File: config.mk
export PLATFORM = sky130hd
export DESIGN_NAME = opl_timer_top
export DESIGN_NICKNAME = d
export VERILOG_FILES = /design/src/logic/opl_pkg.sv /design/src/logic/opl_clk_div.sv /design/src/logic/opl_mmr.sv /design/src/logic/opl_timers.sv /design/src/logic/opl_timer_top.sv
export VERILOG_INCLUDE_DIRS = /design/src /design/src/logic
export SDC_FILE = /design/constraint.sdc
export NUM_CORES = 1
export LEC_CHECK = 0
export ABC_AREA = 1
export BUFFER_PORTS_ARGS = -buffer_cell sky130_fd_sc_hd__buf_2
export CORE_MARGIN = 2
export CORE_UTILIZATION = 50
export CTS_BUF_LIST = sky130_fd_sc_hd__clkbuf_2
export CTS_CLUSTER_SIZE = 12
export DETAILED_ROUTE_END_ITERATION = 6
export GPL_TIMING_DRIVEN = 0
export PLACE_DENSITY = 0.68
export SYNTH_ARGS = -nofsm -noshare
export SYNTH_HDL_FRONTEND = slang
export SYNTH_SLANG_ARGS = --single-unit
File: constraint.sdc
create_clock -name clk -period 1.7 [get_ports clk]
set_clock_uncertainty 0.05 [all_clocks]
set_input_delay 0.17 -clock clk [delete_from_list [all_inputs] [get_ports clk]]
set_output_delay 0.17 -clock clk [all_outputs]
set_load 0.01 [all_outputs]
File: src/logic/opl_defines.svh
// ----------------------------------------------------------------------
// register addresses and timing ratios for the timer section
// ----------------------------------------------------------------------
`ifndef OPL_DEFINES_SVH
`define OPL_DEFINES_SVH

// register map, selected through a write with addr 0
// timer A preset
`define OPL_REG_CLKA    8'h02
// timer B preset
`define OPL_REG_CLKB    8'h03
// start bits and flag clears
`define OPL_REG_TIMER   8'h04

// cen pulses per cen16 tick
`define OPL_CEN_DIV     16

// cen16 ticks per timer B count
`define OPL_TB_PRESCALE 4

`endif

File: src/logic/opl_pkg.sv
// ----------------------------------------------------------------------
// types shared by the register file, the timers and the top level
// ----------------------------------------------------------------------
package opl_pkg;

    // register file steering of both timers
    typedef struct packed {
        logic [7:0] value_a;
        logic [7:0] value_b;
        logic       load_a;
        logic       load_b;
        logic       clr_flag_a;
        logic       clr_flag_b;
    } opl_timer_cfg_t;

    // flags and the combined interrupt
    typedef struct packed {
        logic irq;
        logic flag_b;
        logic flag_a;
    } opl_status_t;

    // bit layout of a byte written to the timer control register
    typedef struct packed {
        logic       irq_rst;
        logic       clr_a;
        logic       clr_b;
        logic [2:0] unused;
        logic       load_b;
        logic       load_a;
    } opl_timer_ctrl_t;

    // data byte, either a whole preset or control bits
    typedef union packed {
        logic [7:0]       raw;
        opl_timer_ctrl_t  ctrl;
    } opl_wr_data_u;

endpackage

File: src/logic/opl_clk_div.sv
// ----------------------------------------------------------------------
// clock-enable divider, cen in and one cen16 tick per 16 cen pulses
// ----------------------------------------------------------------------
`timescale 1ns/10ps
`include "opl_defines.svh"

module opl_clk_div (
    input  logic clk,
    input  logic rst,
    input  logic cen,
    output logic cen16
);

    localparam int unsigned DIV_W = $clog2(`OPL_CEN_DIV);
    // count value of the last cen pulse before the wrap
    localparam logic [DIV_W-1:0] DIV_LAST = DIV_W'(`OPL_CEN_DIV - 1);

    // cen pulses seen since the last tick
    logic [DIV_W-1:0] cnt;

    always_ff @(posedge clk) begin
        if (rst) begin
            cnt   <= '0;
            cen16 <= 1'b0;
        end else begin
            // tick is a single clk cycle wide
            cen16 <= 1'b0;
            if (cen) begin
                if (cnt == DIV_LAST) begin
                    cnt   <= '0;
                    // registered, so it shows the cycle after the last pulse
                    cen16 <= 1'b1;
                end else begin
                    cnt <= cnt + 1'b1;
                end
            end
        end
    end

endmodule

File: src/logic/opl_mmr.sv
// ----------------------------------------------------------------------
// register-select latch and register file steering both timers
// ----------------------------------------------------------------------
`timescale 1ns/10ps
`include "opl_defines.svh"

module opl_mmr (
    input  logic                     clk,
    input  logic                     rst,
    input  logic                     cen16,
    input  logic [7:0]               din,
    input  logic                     addr,
    input  logic                     write,
    output opl_pkg::opl_timer_cfg_t  cfg
);

    import opl_pkg::*;

    // register picked by the last address write
    logic [7:0] sel_reg;

    // same byte, seen as a value or as control bits
    opl_wr_data_u wr_data;

    // data phase write and its target
    logic wr_data_en;
    logic wr_clka;
    logic wr_clkb;
    logic wr_timer;

    assign wr_data.raw = din;

    // addr 1 carries data for the selected register
    assign wr_data_en = write & addr;

    assign wr_clka  = wr_data_en & (sel_reg == `OPL_REG_CLKA);
    assign wr_clkb  = wr_data_en & (sel_reg == `OPL_REG_CLKB);
    assign wr_timer = wr_data_en & (sel_reg == `OPL_REG_TIMER);

    // address phase
    always_ff @(posedge clk) begin
        if (rst) begin
            sel_reg <= 8'h00;
        end else if (write && !addr) begin
            sel_reg <= din;
        end
    end

    // presets, plain byte values
    always_ff @(posedge clk) begin
        if (rst) begin
            cfg.value_a <= 8'h00;
            cfg.value_b <= 8'h00;
        end else begin
            if (wr_clka) begin
                cfg.value_a <= wr_data.raw;
            end
            if (wr_clkb) begin
                cfg.value_b <= wr_data.raw;
            end
        end
    end

    // start bits follow every control write
    always_ff @(posedge clk) begin
        if (rst) begin
            cfg.load_a <= 1'b0;
            cfg.load_b <= 1'b0;
        end else if (wr_timer) begin
            // bit 7 does not matter here
            cfg.load_a <= wr_data.ctrl.load_a;
            cfg.load_b <= wr_data.ctrl.load_b;
        end
    end

    // flag clears, once-only bits
    always_ff @(posedge clk) begin
        if (rst) begin
            cfg.clr_flag_a <= 1'b0;
            cfg.clr_flag_b <= 1'b0;
        end else if (write) begin
            // clear bits act only with bit 7 set
            if (wr_timer && wr_data.ctrl.irq_rst) begin
                cfg.clr_flag_a <= wr_data.ctrl.clr_a;
                cfg.clr_flag_b <= wr_data.ctrl.clr_b;
            end
        end else if (cen16) begin
            // held until a tick with no write on the port
            cfg.clr_flag_a <= 1'b0;
            cfg.clr_flag_b <= 1'b0;
        end
    end

endmodule

File: src/logic/opl_timers.sv
// ----------------------------------------------------------------------
// timers A and B, timer B prescaler, overflow flags and irq
// ----------------------------------------------------------------------
`timescale 1ns/10ps
`include "opl_defines.svh"

module opl_timers (
    input  logic                     clk,
    input  logic                     rst,
    input  logic                     cen16,
    input  opl_pkg::opl_timer_cfg_t  cfg,
    output opl_pkg::opl_status_t     status
);

    localparam int unsigned PRE_W = $clog2(`OPL_TB_PRESCALE);
    // prescaler value on the tick that advances timer B
    localparam logic [PRE_W-1:0] PRE_LAST = PRE_W'(`OPL_TB_PRESCALE - 1);

    // up counters
    logic [7:0] cnt_a;
    logic [7:0] cnt_b;

    // timer B tick divider
    logic [PRE_W-1:0] presc_b;

    // load bits one cycle back, for start detection
    logic load_a_l;
    logic load_b_l;

    // sticky flags before the clear mask
    logic flag_a_q;
    logic flag_b_q;

    // start edges, count steps and overflows
    logic start_a;
    logic start_b;
    logic step_a;
    logic step_b;
    logic ovf_a;
    logic ovf_b;

    assign start_a = cfg.load_a & ~load_a_l;
    assign start_b = cfg.load_b & ~load_b_l;

    // a start takes the cycle, counting resumes on the next tick
    assign step_a = cen16 & cfg.load_a & ~start_a;
    assign step_b = cen16 & cfg.load_b & ~start_b & (presc_b == PRE_LAST);

    // would pass 255
    assign ovf_a = step_a & (cnt_a == 8'hff);
    assign ovf_b = step_b & (cnt_b == 8'hff);

    always_ff @(posedge clk) begin
        if (rst) begin
            load_a_l <= 1'b0;
            load_b_l <= 1'b0;
        end else begin
            load_a_l <= cfg.load_a;
            load_b_l <= cfg.load_b;
        end
    end

    // timer A
    always_ff @(posedge clk) begin
        if (rst) begin
            cnt_a <= 8'h00;
        end else if (start_a || ovf_a) begin
            // preset copy on start and reload on overflow
            cnt_a <= cfg.value_a;
        end else if (step_a) begin
            cnt_a <= cnt_a + 8'd1;
        end
    end

    // timer B prescaler, restarted by the start edge
    always_ff @(posedge clk) begin
        if (rst) begin
            presc_b <= '0;
        end else if (start_b) begin
            presc_b <= '0;
        end else if (cen16 && cfg.load_b) begin
            if (presc_b == PRE_LAST) begin
                presc_b <= '0;
            end else begin
                presc_b <= presc_b + 1'b1;
            end
        end
    end

    // timer B
    always_ff @(posedge clk) begin
        if (rst) begin
            cnt_b <= 8'h00;
        end else if (start_b || ovf_b) begin
            cnt_b <= cfg.value_b;
        end else if (step_b) begin
            cnt_b <= cnt_b + 8'd1;
        end
    end

    // flags, clearing wins over a same-cycle overflow
    always_ff @(posedge clk) begin
        if (rst) begin
            flag_a_q <= 1'b0;
            flag_b_q <= 1'b0;
        end else begin
            if (cfg.clr_flag_a) begin
                flag_a_q <= 1'b0;
            end else if (ovf_a) begin
                flag_a_q <= 1'b1;
            end
            if (cfg.clr_flag_b) begin
                flag_b_q <= 1'b0;
            end else if (ovf_b) begin
                flag_b_q <= 1'b1;
            end
        end
    end

    // masked so a flag reads 0 for as long as its clear is high
    assign status.flag_a = flag_a_q & ~cfg.clr_flag_a;
    assign status.flag_b = flag_b_q & ~cfg.clr_flag_b;
    assign status.irq    = status.flag_a | status.flag_b;

endmodule

File: src/logic/opl_timer_top.sv
// ----------------------------------------------------------------------
// timer section top, divider plus register file plus timers
// ----------------------------------------------------------------------
`timescale 1ns/10ps

module opl_timer_top (
    input  logic                  clk,
    input  logic                  rst,
    input  logic                  cen,
    input  logic [7:0]            din,
    input  logic                  addr,
    input  logic                  write,
    output logic                  cen16,
    output opl_pkg::opl_status_t  status
);

    import opl_pkg::*;

    // register file to timers
    opl_timer_cfg_t cfg;

    // slow time base, also brought out for observation
    opl_clk_div opl_clk_div_inst (
        .clk   (clk),
        .rst   (rst),
        .cen   (cen),
        .cen16 (cen16)
    );

    // host port decode
    opl_mmr opl_mmr_inst (
        .clk   (clk),
        .rst   (rst),
        .cen16 (cen16),
        .din   (din),
        .addr  (addr),
        .write (write),
        .cfg   (cfg)
    );

    opl_timers opl_timers_inst (
        .clk    (clk),
        .rst    (rst),
        .cen16  (cen16),
        .cfg    (cfg),
        .status (status)
    );

endmodule

==> results of run 1 <==
## cell type report
cell class	count	area (um^2)	area share (%)
multi-input combinational	262	1296	43.24
sequential	55	1111	37.06
timing repair buffer	27	187.7	6.260
inverter	44	165.2	5.509
tap	70	87.58	2.922
clock inverter	2	60.06	2.003
buffer	9	60.06	2.003
clock buffer	6	30.03	1.002
## worst paths after layout
check                                                      startpoint                                     to  slack, ps  depth (start not counted)
worst max-delay path            opl_timers_inst.cnt_a[0]$_SDFFE_PP0P_  opl_timers_inst.cnt_a[0]$_SDFFE_PP0P_        140                          9
worst min-delay path                                              rst      opl_mmr_inst.cfg[19]$_SDFFE_PP0P_         20                          4
worst max register to register  opl_timers_inst.cnt_a[0]$_SDFFE_PP0P_  opl_timers_inst.cnt_a[0]$_SDFFE_PP0P_        140                          9
worst min register to register      opl_mmr_inst.cfg[18]$_SDFFE_PP0P_      opl_mmr_inst.cfg[18]$_SDFFE_PP0P_        430                          2
## cell families (layout without fill, tap and decap cells)
group | count (synthesis) | count (layout) | synth area share [%]
and+or+nand+nor | 175 | 175 | 28.98
AOI/OAI and AO/OA | 79 | 79 | 16.59
DFF | 55 | 55 | 42.57
buffers and inverters | 53 | 88 | 8.563
adders and majority gates | 4 | 4 | 1.935
xor gates and xnor gates | 4 | 4 | 1.355
## cells in the final DEF, fill, tap and decap left out, drive strengths merged, types with 5 or more instances in the layout
cell / n
a21oi: 34
buf: 23
clkbuf: 9
dfxtp: 55
dlygate4sd3: 10
inv: 43
nand2: 81
nand3: 28
nor2: 56
o21ai: 37
o21bai: 5
## through the flow
step	TNS [ps]	hold WS (ps)
floorplan	0	254.5
global placement	-575.4	396.6
detailed placement	-602.2	404.8
CTS	0	15.28
global route	-5.747	32.35
finish	0	23.28
## power groups by stage
stage / Sequential (mW) / Combinational [mW] / Clock [mW]
floorplan: 1.35 / 0.103 / 0
global placement: 1.36 / 0.155 / 0
detailed placement: 1.36 / 0.157 / 0
CTS: 1.33 / 0.175 / 0.816
global route: 1.34 / 0.203 / 0.870
finish: 1.33 / 0.178 / 0.804
## critical path, stage by stage (launching register included)
cell and delay [ps]:
dfxtp_2 410, ha_1 200, nand2_1 100, nor2_2 140, nand2_1 80, nand2_1 80, buf_4 160, o21ai_0 100
o21bai_1 130, inv_1 50
## timing repair
action,4_1_cts,5_1_grt
endpoints found under the setup margin,8,16
setup buffers,0,1
hold buffers,10,0
endpoints found under the hold margin,25,0
resized for setup,2,16
## layer usage
metal | vias to the layer above | share of wire [%] | global-route usage [%]
met1 | 1084 | 51 | 29.57
met2 | 39 | 45 | 35.00
met3 | 7 | 2.7 | 3.690
li1 | 1259 | - | -
met4 | 0 | 1.1 | 5.636
met5 | - | 0 | 0
==> metrics.txt, run 1 <==
fin crit period=1559 ps; synth unique cells=29; Layout area overhead=15.92%; Critical Path Sink Type=register; Placed Area=0.002754 mm^2; cell with the most instances after synthesis=nand2_1; Fillers=513; Lkg Pwr=1.254 nW; Psw=526.0 uW; total clock buffers created by CTS=5; Post-synth EDFFs=0; fmax=0.6414 GHz; number of H-tree levels=2; final hold violation count=0; top cells by count, synth=nand2_1 (79), dfxtp_1 (55), nor2_1 (55), inv_1 (42), a21oi_1 (34); wire length per cell after detailed routing=12.15 um; clk buf depth=2; initial antenna violation count=0; Placer Congestion=0.8218; Clock Latency Late Sink=430 ps; ys async rst share=0%; power density cells=772.3 mW/mm^2; switching portion of total power=22.72%; Core Footprint=0.005042 mm^2; Final WS setup=141.0 ps; Die Y=75.92 um; Clk pwr share=34.7%; Syn Inst Count=370; Biggest register=opl_mmr_inst.cfg; Slew headroom=58.57%; total of max-cap violations=0; outcome=complete, no violations; ranking of synthesized cells by area=dfxtp_1 (43%), nand2_1 (11%), nor2_1 (8.0%), a21oi_1 (6.6%), inv_1 (6.1%); Clock Sinks=55; first-pass GRT wire length=10.18 mm; Gate power share=7.7%; Worst Path Required=2020 ps; Largest register FFs=20; Final nets=421; Rows=26; Die X=75.92 um; Final Core Density=59.45%; Slew @ Worst Pin=621.4 ps; Overflow after GRT=0; DRC=0; DRT Pass-1 Iters=5; post-route ant nets=0; initial core utilization=51.29%; synth warn=0; CTS tree=yes; worst min-delay path class=in -> reg; register area share after synthesis=42.57%; power after layout=2.315 mW; DP HPWL=4.162 mm; post-synth top area share=42.57%; synthesized cell area=0.002586 mm^2; startpoint types=register; Synth area leader=dfxtp_1; Via density=5.029; Synthesized Nets=387; n_diodes=0; vias in the first global route=2263; Cells after DPL=456; CP Max Fanout=10; root buffer selected by CTS=clkbuf_2; Finish-stage setup viols=0; Seq pwr share=57.6%; Peak VDD IR=0.4782 mV; IO buf count=16; synthesized area per cell=6.990 um^2; routed via count=2389; design area=0.002998 mm^2; Total GRT Usage=21.43%; WL final=5.773 mm; IO Count=17; Placement Setup Slack=-150.9 ps; DR iter-0 viols=122; crit path kind=reg -> reg; flops & latches, synth=55; fin. max-slew vios=0; Post-synth top flop=dfxtp_1; CP arrival=1880 ps; Die Area=0.005764 mm^2; CTS clock-pin slew for the worst setup and hold paths=270 ps; layout cells sized above 1=13.33%; Power Internal=1.789 mW; Period Utilization, post-route=91.70%; non-filler cells in the finished layout=475; largest net degree at the start of global routing=17
No activity file was read; power rests on OpenSTA's default activity.
==> run 2, diff against run 1 <==
- clock period: 1.7 -> 1.65 ns (I/O delays scaled with it)
==> run 2 against run 1 <==
Sequential cell count is the same. Via count is 1.2% higher. Register-to-register slack got worse by 50 ps. Final area grew 2.2%. Hold slack is essentially flat. Sequential share of layout area is 0.72 points lower. Critical path depth unchanged. Sequential power is 3% higher. Critical path type unchanged. Highest routed layer unchanged.
==> metrics.txt, run 2 (synthesized netlist as in run 1, its figures left out) <==
initial antenna violation count=0 (unchanged); DR iter-0 viols=148 (was 122); most frequent cells in the layout=nand2_1 (77), nor2_1 (51), dfxtp_1 (49) (was nand2_1 (78), nor2_1 (52), dfxtp_1 (49)); Worst path most repeated cell=nand2_1 (unchanged); routed via count=2417 (was 2389); DRT Pass-1 Iters=4 (was 5); initial core utilization=51.29% (unchanged); leading cell type in the layout, fill and taps excluded=nand2_1 (unchanged); wire length per cell after detailed routing=12.27 um (was 12.15 um); Overflow after GRT=0 (unchanged); vias in the first global route=2264 (was 2263); Clock Latency Late Sink=430 ps (about the same); post-route ant nets=0 (unchanged); total clock buffers created by CTS=5 (unchanged); crit path kind=reg -> reg (unchanged); first-pass GRT wire length=10.24 mm (was 10.18 mm); CTS tree=yes (unchanged); CP arrival=1840 ps (was 1880 ps); Placement Setup Slack=-200.9 ps (was -150.9 ps); CP max stage delay=430 ps (was 410 ps); Via density=5.035 (was 5.029); Die Y=75.92 um (unchanged); CTS clock-pin slew for the worst setup and hold paths=270 ps (about the same); worst min-delay path class=in -> reg (unchanged); fin. max-slew vios=0 (unchanged); number of H-tree levels=2 (unchanged); startpoint types=register (unchanged); fmax=0.6403 GHz (was 0.6414 GHz); n_diodes=0 (unchanged); non-filler cells in the finished layout=480 (was 475); Biggest register=opl_mmr_inst.cfg (unchanged); TNS Setup=0 ps (unchanged); root buffer selected by CTS=clkbuf_2 (unchanged); CP Max Fanout=5 (was 10); Final Core Density=60.77% (was 59.45%); Fillers=502 (was 513); Buf/Inv on CP=1 (was 2); Finish-stage setup viols=0 (unchanged); Cells after DPL=456 (unchanged); clk buf depth=2 (unchanged); Die Area=0.005764 mm^2 (unchanged); worst-path cell chain=ha_4, nand2_1, nor2_4, nand3_4, nand2_4, buf_2, nand2_1, nand3_1, a21oi_1 (was ha_1, nand2_1, nor2_2, nand2_1, nand2_1, buf_4, o21ai_0, o21bai_1, inv_1); crit path max-delay cell type=dfxtp_4 (was dfxtp_2); IO buf count=16 (unchanged); layout cells sized above 1=15.12% (was 13.33%); Top delay family on crit path=simple AND/OR/NAND/NOR gates (was flip-flops); Final WS setup=88.31 ps (was 141.0 ps); Lkg Pwr=1.276 nW (was 1.254 nW); DP HPWL=4.162 mm (unchanged); final hold violation count=0 (unchanged); Period Utilization, post-route=94.65% (was 91.70%); Peak VDD IR=0.4946 mV (was 0.4782 mV); Core Footprint=0.005042 mm^2 (unchanged); Total GRT Usage=21.53% (was 21.43%); Die X=75.92 um (unchanged); Slew headroom=57.92% (was 58.57%); largest net degree at the start of global routing=17 (unchanged); Rows=26 (unchanged); WL final=5.888 mm (was 5.773 mm); fin crit period=1562 ps (was 1559 ps); Worst Path Required=1930 ps (was 2020 ps); outcome=complete, no violations (unchanged); Layout area overhead=18.48% (was 15.92%); Placer Congestion=0.8218 (unchanged); Critical Path Sink Type=register (unchanged); IO Count=17 (unchanged); power density cells=779.7 mW/mm^2 (was 772.3 mW/mm^2); Slew @ Worst Pin=631.1 ps (was 621.4 ps); Clock Sinks=55 (unchanged); total of max-cap violations=0 (unchanged); DRC=0 (unchanged); final hold slack=22.96 ps (was 23.28 ps); Largest register FFs=20 (unchanged); Final nets=426 (was 421)
## run 2: where the power goes
group          total (mW)  internal [mW]  leakage, nW  switching (mW)
clock network       0.830          0.414       0.0532           0.416
registers            1.37           1.36        0.449          0.0155
logic               0.187         0.0742        0.774           0.113
## run 2: path summary, 6_finish.rpt
check,startpoint,end,slack (ps),cells past startpoint
worst max-delay path,opl_timers_inst.cnt_b[0]$_SDFFE_PP0P_,opl_timers_inst.cnt_b[4]$_SDFFE_PP0P_,90,9
worst min-delay path,rst,opl_mmr_inst.cfg[19]$_SDFFE_PP0P_,20,4
worst max register to register,opl_timers_inst.cnt_b[0]$_SDFFE_PP0P_,opl_timers_inst.cnt_b[4]$_SDFFE_PP0P_,90,9
worst min register to register,opl_mmr_inst.cfg[18]$_SDFFE_PP0P_,opl_mmr_inst.cfg[18]$_SDFFE_PP0P_,430,2
## run 2: routing by layer
| layer | wire (um) | part of all wire, % | track usage (%) |
|---|---|---|---|
| met5 | 0 | 0 | 0 |
| met4 | 53 | 0.90 | 5.636 |
| met3 | 138 | 2.3 | 3.690 |
| met2 | 2704 | 46 | 35.00 |
| met1 | 2991 | 51 | 29.87 |
## run 2: layout make-up
class / instances / area, um^2 / share of cell area, %
Clock buffer: 6 / 30.03 / 0.9800
Sequential cell: 55 / 1114 / 36.34
Clock inverter: 2 / 60.06 / 1.960
Tap cell: 70 / 87.58 / 2.858
Multi-Input combinational cell: 262 / 1321 / 43.12
Buffer: 9 / 63.81 / 2.082
Inverter: 44 / 165.2 / 5.390
Timing Repair Buffer: 32 / 222.7 / 7.268
## run 2: stage by stage
stage | total power, mW | area, um^2
after floorplan | 1.501 | 2586
after global placement | 1.557 | 2754
final | 2.389 | 3064
after global routing | 2.486 | 3064
after detailed placement | 1.560 | 2754
after CTS | 2.396 | 2959
## run 2: what timing repair did
| action | 4_1_cts | 5_1_grt |
|---|---|---|
| gates resized for setup | 5 | 21 |
| endpoints found under the setup margin | 9 | 18 |
| hold endpoints to repair | 26 | 0 |
| buffers inserted | 1 | 4 |
| hold buffers | 10 | 0 |
| pin swaps | 0 | 4 |
| cloned | 0 | 1 |
## run 2: worst reg2reg max path, stage by stage (launching register included)
cell     delay [ps]
dfxtp_4         430
ha_4            140
nand2_1         100
nor2_4          170
nand3_4         110
nand2_4         100
buf_2           160
nand2_1          60
nand3_1          80
a21oi_1          60
==> run 3, diff against run 2 <==
- CORE_UTILIZATION: 50 -> 59
- PLACE_DENSITY: 0.68 -> 0.78
==> run 3 against run 2 <==
Power is 15% lower. Sequential share of layout area grew 1.5 points. Final area fell by 4.4%. Combinational power hardly changed. Clock power fell by 42%. Largest cell class unchanged. Highest routed layer unchanged.
==> metrics.txt, run 3 (synthesized netlist as in run 1, its figures left out) <==
first-pass GRT wire length=9.432 mm (was 10.24 mm); initial antenna violation count=0 (unchanged); area occupied by multi-input gates=0.001294 mm^2 (was 0.001321 mm^2); Clock Sinks=55 (unchanged); Via density=5.293 (was 5.035); Largest register FFs=20 (unchanged); post-route ant nets=0 (unchanged); CTS tree=yes (unchanged); Buf/Inv on CP=2 (was 1); n_diodes=0 (unchanged); Placer Congestion=0.8306 (was 0.8218); Cells after DPL=438 (was 456); Clock Latency Late Sink=430 ps (about the same); leading cell type in the layout, fill and taps excluded=nand2_1 (unchanged); routed via count=2419 (was 2417); non-filler cells in the finished layout=457 (was 480); Worst path most repeated cell=nand2_1 (unchanged); Final nets=423 (was 426); Period Utilization, post-route=94.12% (was 94.65%); CTS clock-pin slew for the worst setup and hold paths=230 ps (was 270 ps); fin crit period=1553 ps (was 1562 ps); Total GRT Usage=23.85% (was 21.53%); power density cells=696.2 mW/mm^2 (was 779.7 mW/mm^2); DRT Pass-1 Iters=5 (was 4); Overflow after GRT=0 (unchanged); Lkg Pwr=1.234 nW (was 1.276 nW); root buffer selected by CTS=clkbuf_2 (unchanged); crit path kind=reg -> reg (unchanged); Slew headroom=61.81% (was 57.92%); Slew @ Worst Pin=572.9 ps (was 631.1 ps); switching portion of total power=25.11% (was 22.81%); Die X=70.21 um (was 75.92 um); Peak VDD IR=0.6071 mV (was 0.4946 mV); Critical Path Sink Type=register (unchanged); Top delay family on crit path=simple AND/OR/NAND/NOR gates (unchanged); number of H-tree levels=2 (unchanged); wire length per cell after detailed routing=12.26 um (was 12.27 um); Die Y=70.21 um (was 75.92 um); Finish-stage setup viols=0 (unchanged); CP arrival=1860 ps (was 1840 ps); final hold violation count=0 (unchanged); Placement Setup Slack=-64.95 ps (was -200.9 ps); outcome=complete, no violations (unchanged); Rows=24 (was 26); Final WS setup=97.09 ps (was 88.31 ps); Biggest register=opl_mmr_inst.cfg (unchanged); crit path max-delay cell type=dfxtp_2 (was dfxtp_4); DP HPWL=3.906 mm (was 4.162 mm); IO buf count=16 (unchanged); largest net degree at the start of global routing=15 (was 17); CP Max Fanout=10 (was 5); WL final=5.604 mm (was 5.888 mm); total clock buffers created by CTS=5 (unchanged); DRC=0 (unchanged); worst min-delay path class=in -> reg (unchanged); DR iter-0 viols=175 (was 148); vias in the first global route=2112 (was 2264); layout cells sized above 1=13.83% (was 15.12%); Core Footprint=0.004294 mm^2 (was 0.005042 mm^2); TNS Setup=0 ps (unchanged); IO Count=17 (unchanged); Register Area=0.001109 mm^2 (was 0.001114 mm^2); initial core utilization=60.23% (was 51.29%); Fillers=378 (was 502); Gate power share=9.1% (was 7.8%); fin. max-slew vios=0 (unchanged); Power Internal=1.527 mW (was 1.844 mW); worst-path cell chain=ha_2, nand2_1, nor2_2, nand2_1, nand2_1, buf_6, o21ai_0, o21bai_1, inv_1 (was ha_4, nand2_1, nor2_4, nand3_4, nand2_4, buf_2, nand2_1, nand3_1, a21oi_1); Die Area=0.004929 mm^2 (was 0.005764 mm^2); clk buf depth=2 (unchanged); most frequent cells in the layout=nand2_1 (78), nor2_1 (52), dfxtp_1 (49) (was nand2_1 (77), nor2_1 (51), dfxtp_1 (49)); CP max stage delay=400 ps (was 430 ps); Layout area overhead=13.26% (was 18.48%); Worst Path Required=1950 ps (was 1930 ps); total of max-cap violations=0 (unchanged); fmax=0.6440 GHz (was 0.6403 GHz); startpoint types=register (unchanged); Psw=512.0 uW (was 545.0 uW); Seq pwr share=67.3% (was 57.4%); Clk pwr share=23.6% (was 34.7%)
## run 3: cell count changes in the layout (fill, tap and decap cells not counted), moves of 2 or more
cell,delta
dfxtp_2,+2
bufinv_16,-2
buf_4,-2
dfxtp_4,-2
## run 3: worst reg2reg max path, cell delays in order (launching register included)
cell      delay, ps
dfxtp_2         400
ha_2            200
nand2_1          90
nor2_2          140
nand2_1          90
nand2_1         120
buf_6           140
o21ai_0          70
o21bai_1        130
inv_1            50
## run 3: repair_timing
action,4_1_cts,5_1_grt
resized for setup,2,18
hold buffers,10,0
hold endpoints to repair,23,0
endpoints found under the setup margin,8,16
pin swaps,0,0
buffers inserted,0,3
## run 3: per-stage QoR
stage          utilization (%)  area (um^2)  hold slack (ps)  power [mW]
6_report                 68.21         2929            32.22       2.039
5_1_grt                  68.21         2929            31.44       2.117
4_1_cts                  66.72         2865            11.23       2.047
3_5_place_dp             63.61         2731            398.8       1.558
3_3_place_gp             63.61         2731            391.4       1.554
2_1_floorplan                -         2586            249.5       1.501
## run 3: cell type report
class	instances	area share [%]
inverter	44	5.639
buffer	9	2.179
sequential	55	37.85
multi-input combinational	262	44.17
clock buffer	6	1.025
tap	52	2.221
timing repair buffer	29	6.920
## run 3: final timing paths
path / from / end / slack (ps) / cells after the start
setup / recovery: opl_timers_inst.cnt_a[0]$_SDFFE_PP0P_ / opl_timers_inst.cnt_a[0]$_SDFFE_PP0P_ / 100 / 9
hold / removal: rst / opl_mmr_inst.cfg[19]$_SDFFE_PP0P_ / 30 / 4
setup reg to reg: opl_timers_inst.cnt_a[0]$_SDFFE_PP0P_ / opl_timers_inst.cnt_a[0]$_SDFFE_PP0P_ / 100 / 9
hold reg to reg: opl_mmr_inst.cfg[11]$_SDFFE_PP0P_ / opl_mmr_inst.cfg[11]$_SDFFE_PP0P_ / 420 / 2
## run 3: routing by layer
metal	global-route usage [%]	part of all wire, %	vias up
met5	0	0	-
met2	39.58	46	63
met1	32.04	49	1092
li1	-	-	1259
met4	6.624	1.1	0
met3	4.329	4.6	5
## run 3: power groups by stage
stage | combinational, mW | sequential [mW] | clock, mW
6_report | 0.186 | 1.37 | 0.480
5_1_grt | 0.208 | 1.38 | 0.531
4_1_cts | 0.179 | 1.37 | 0.495
3_5_place_dp | 0.160 | 1.40 | 0
3_3_place_gp | 0.157 | 1.40 | 0
2_1_floorplan | 0.106 | 1.39 | 0
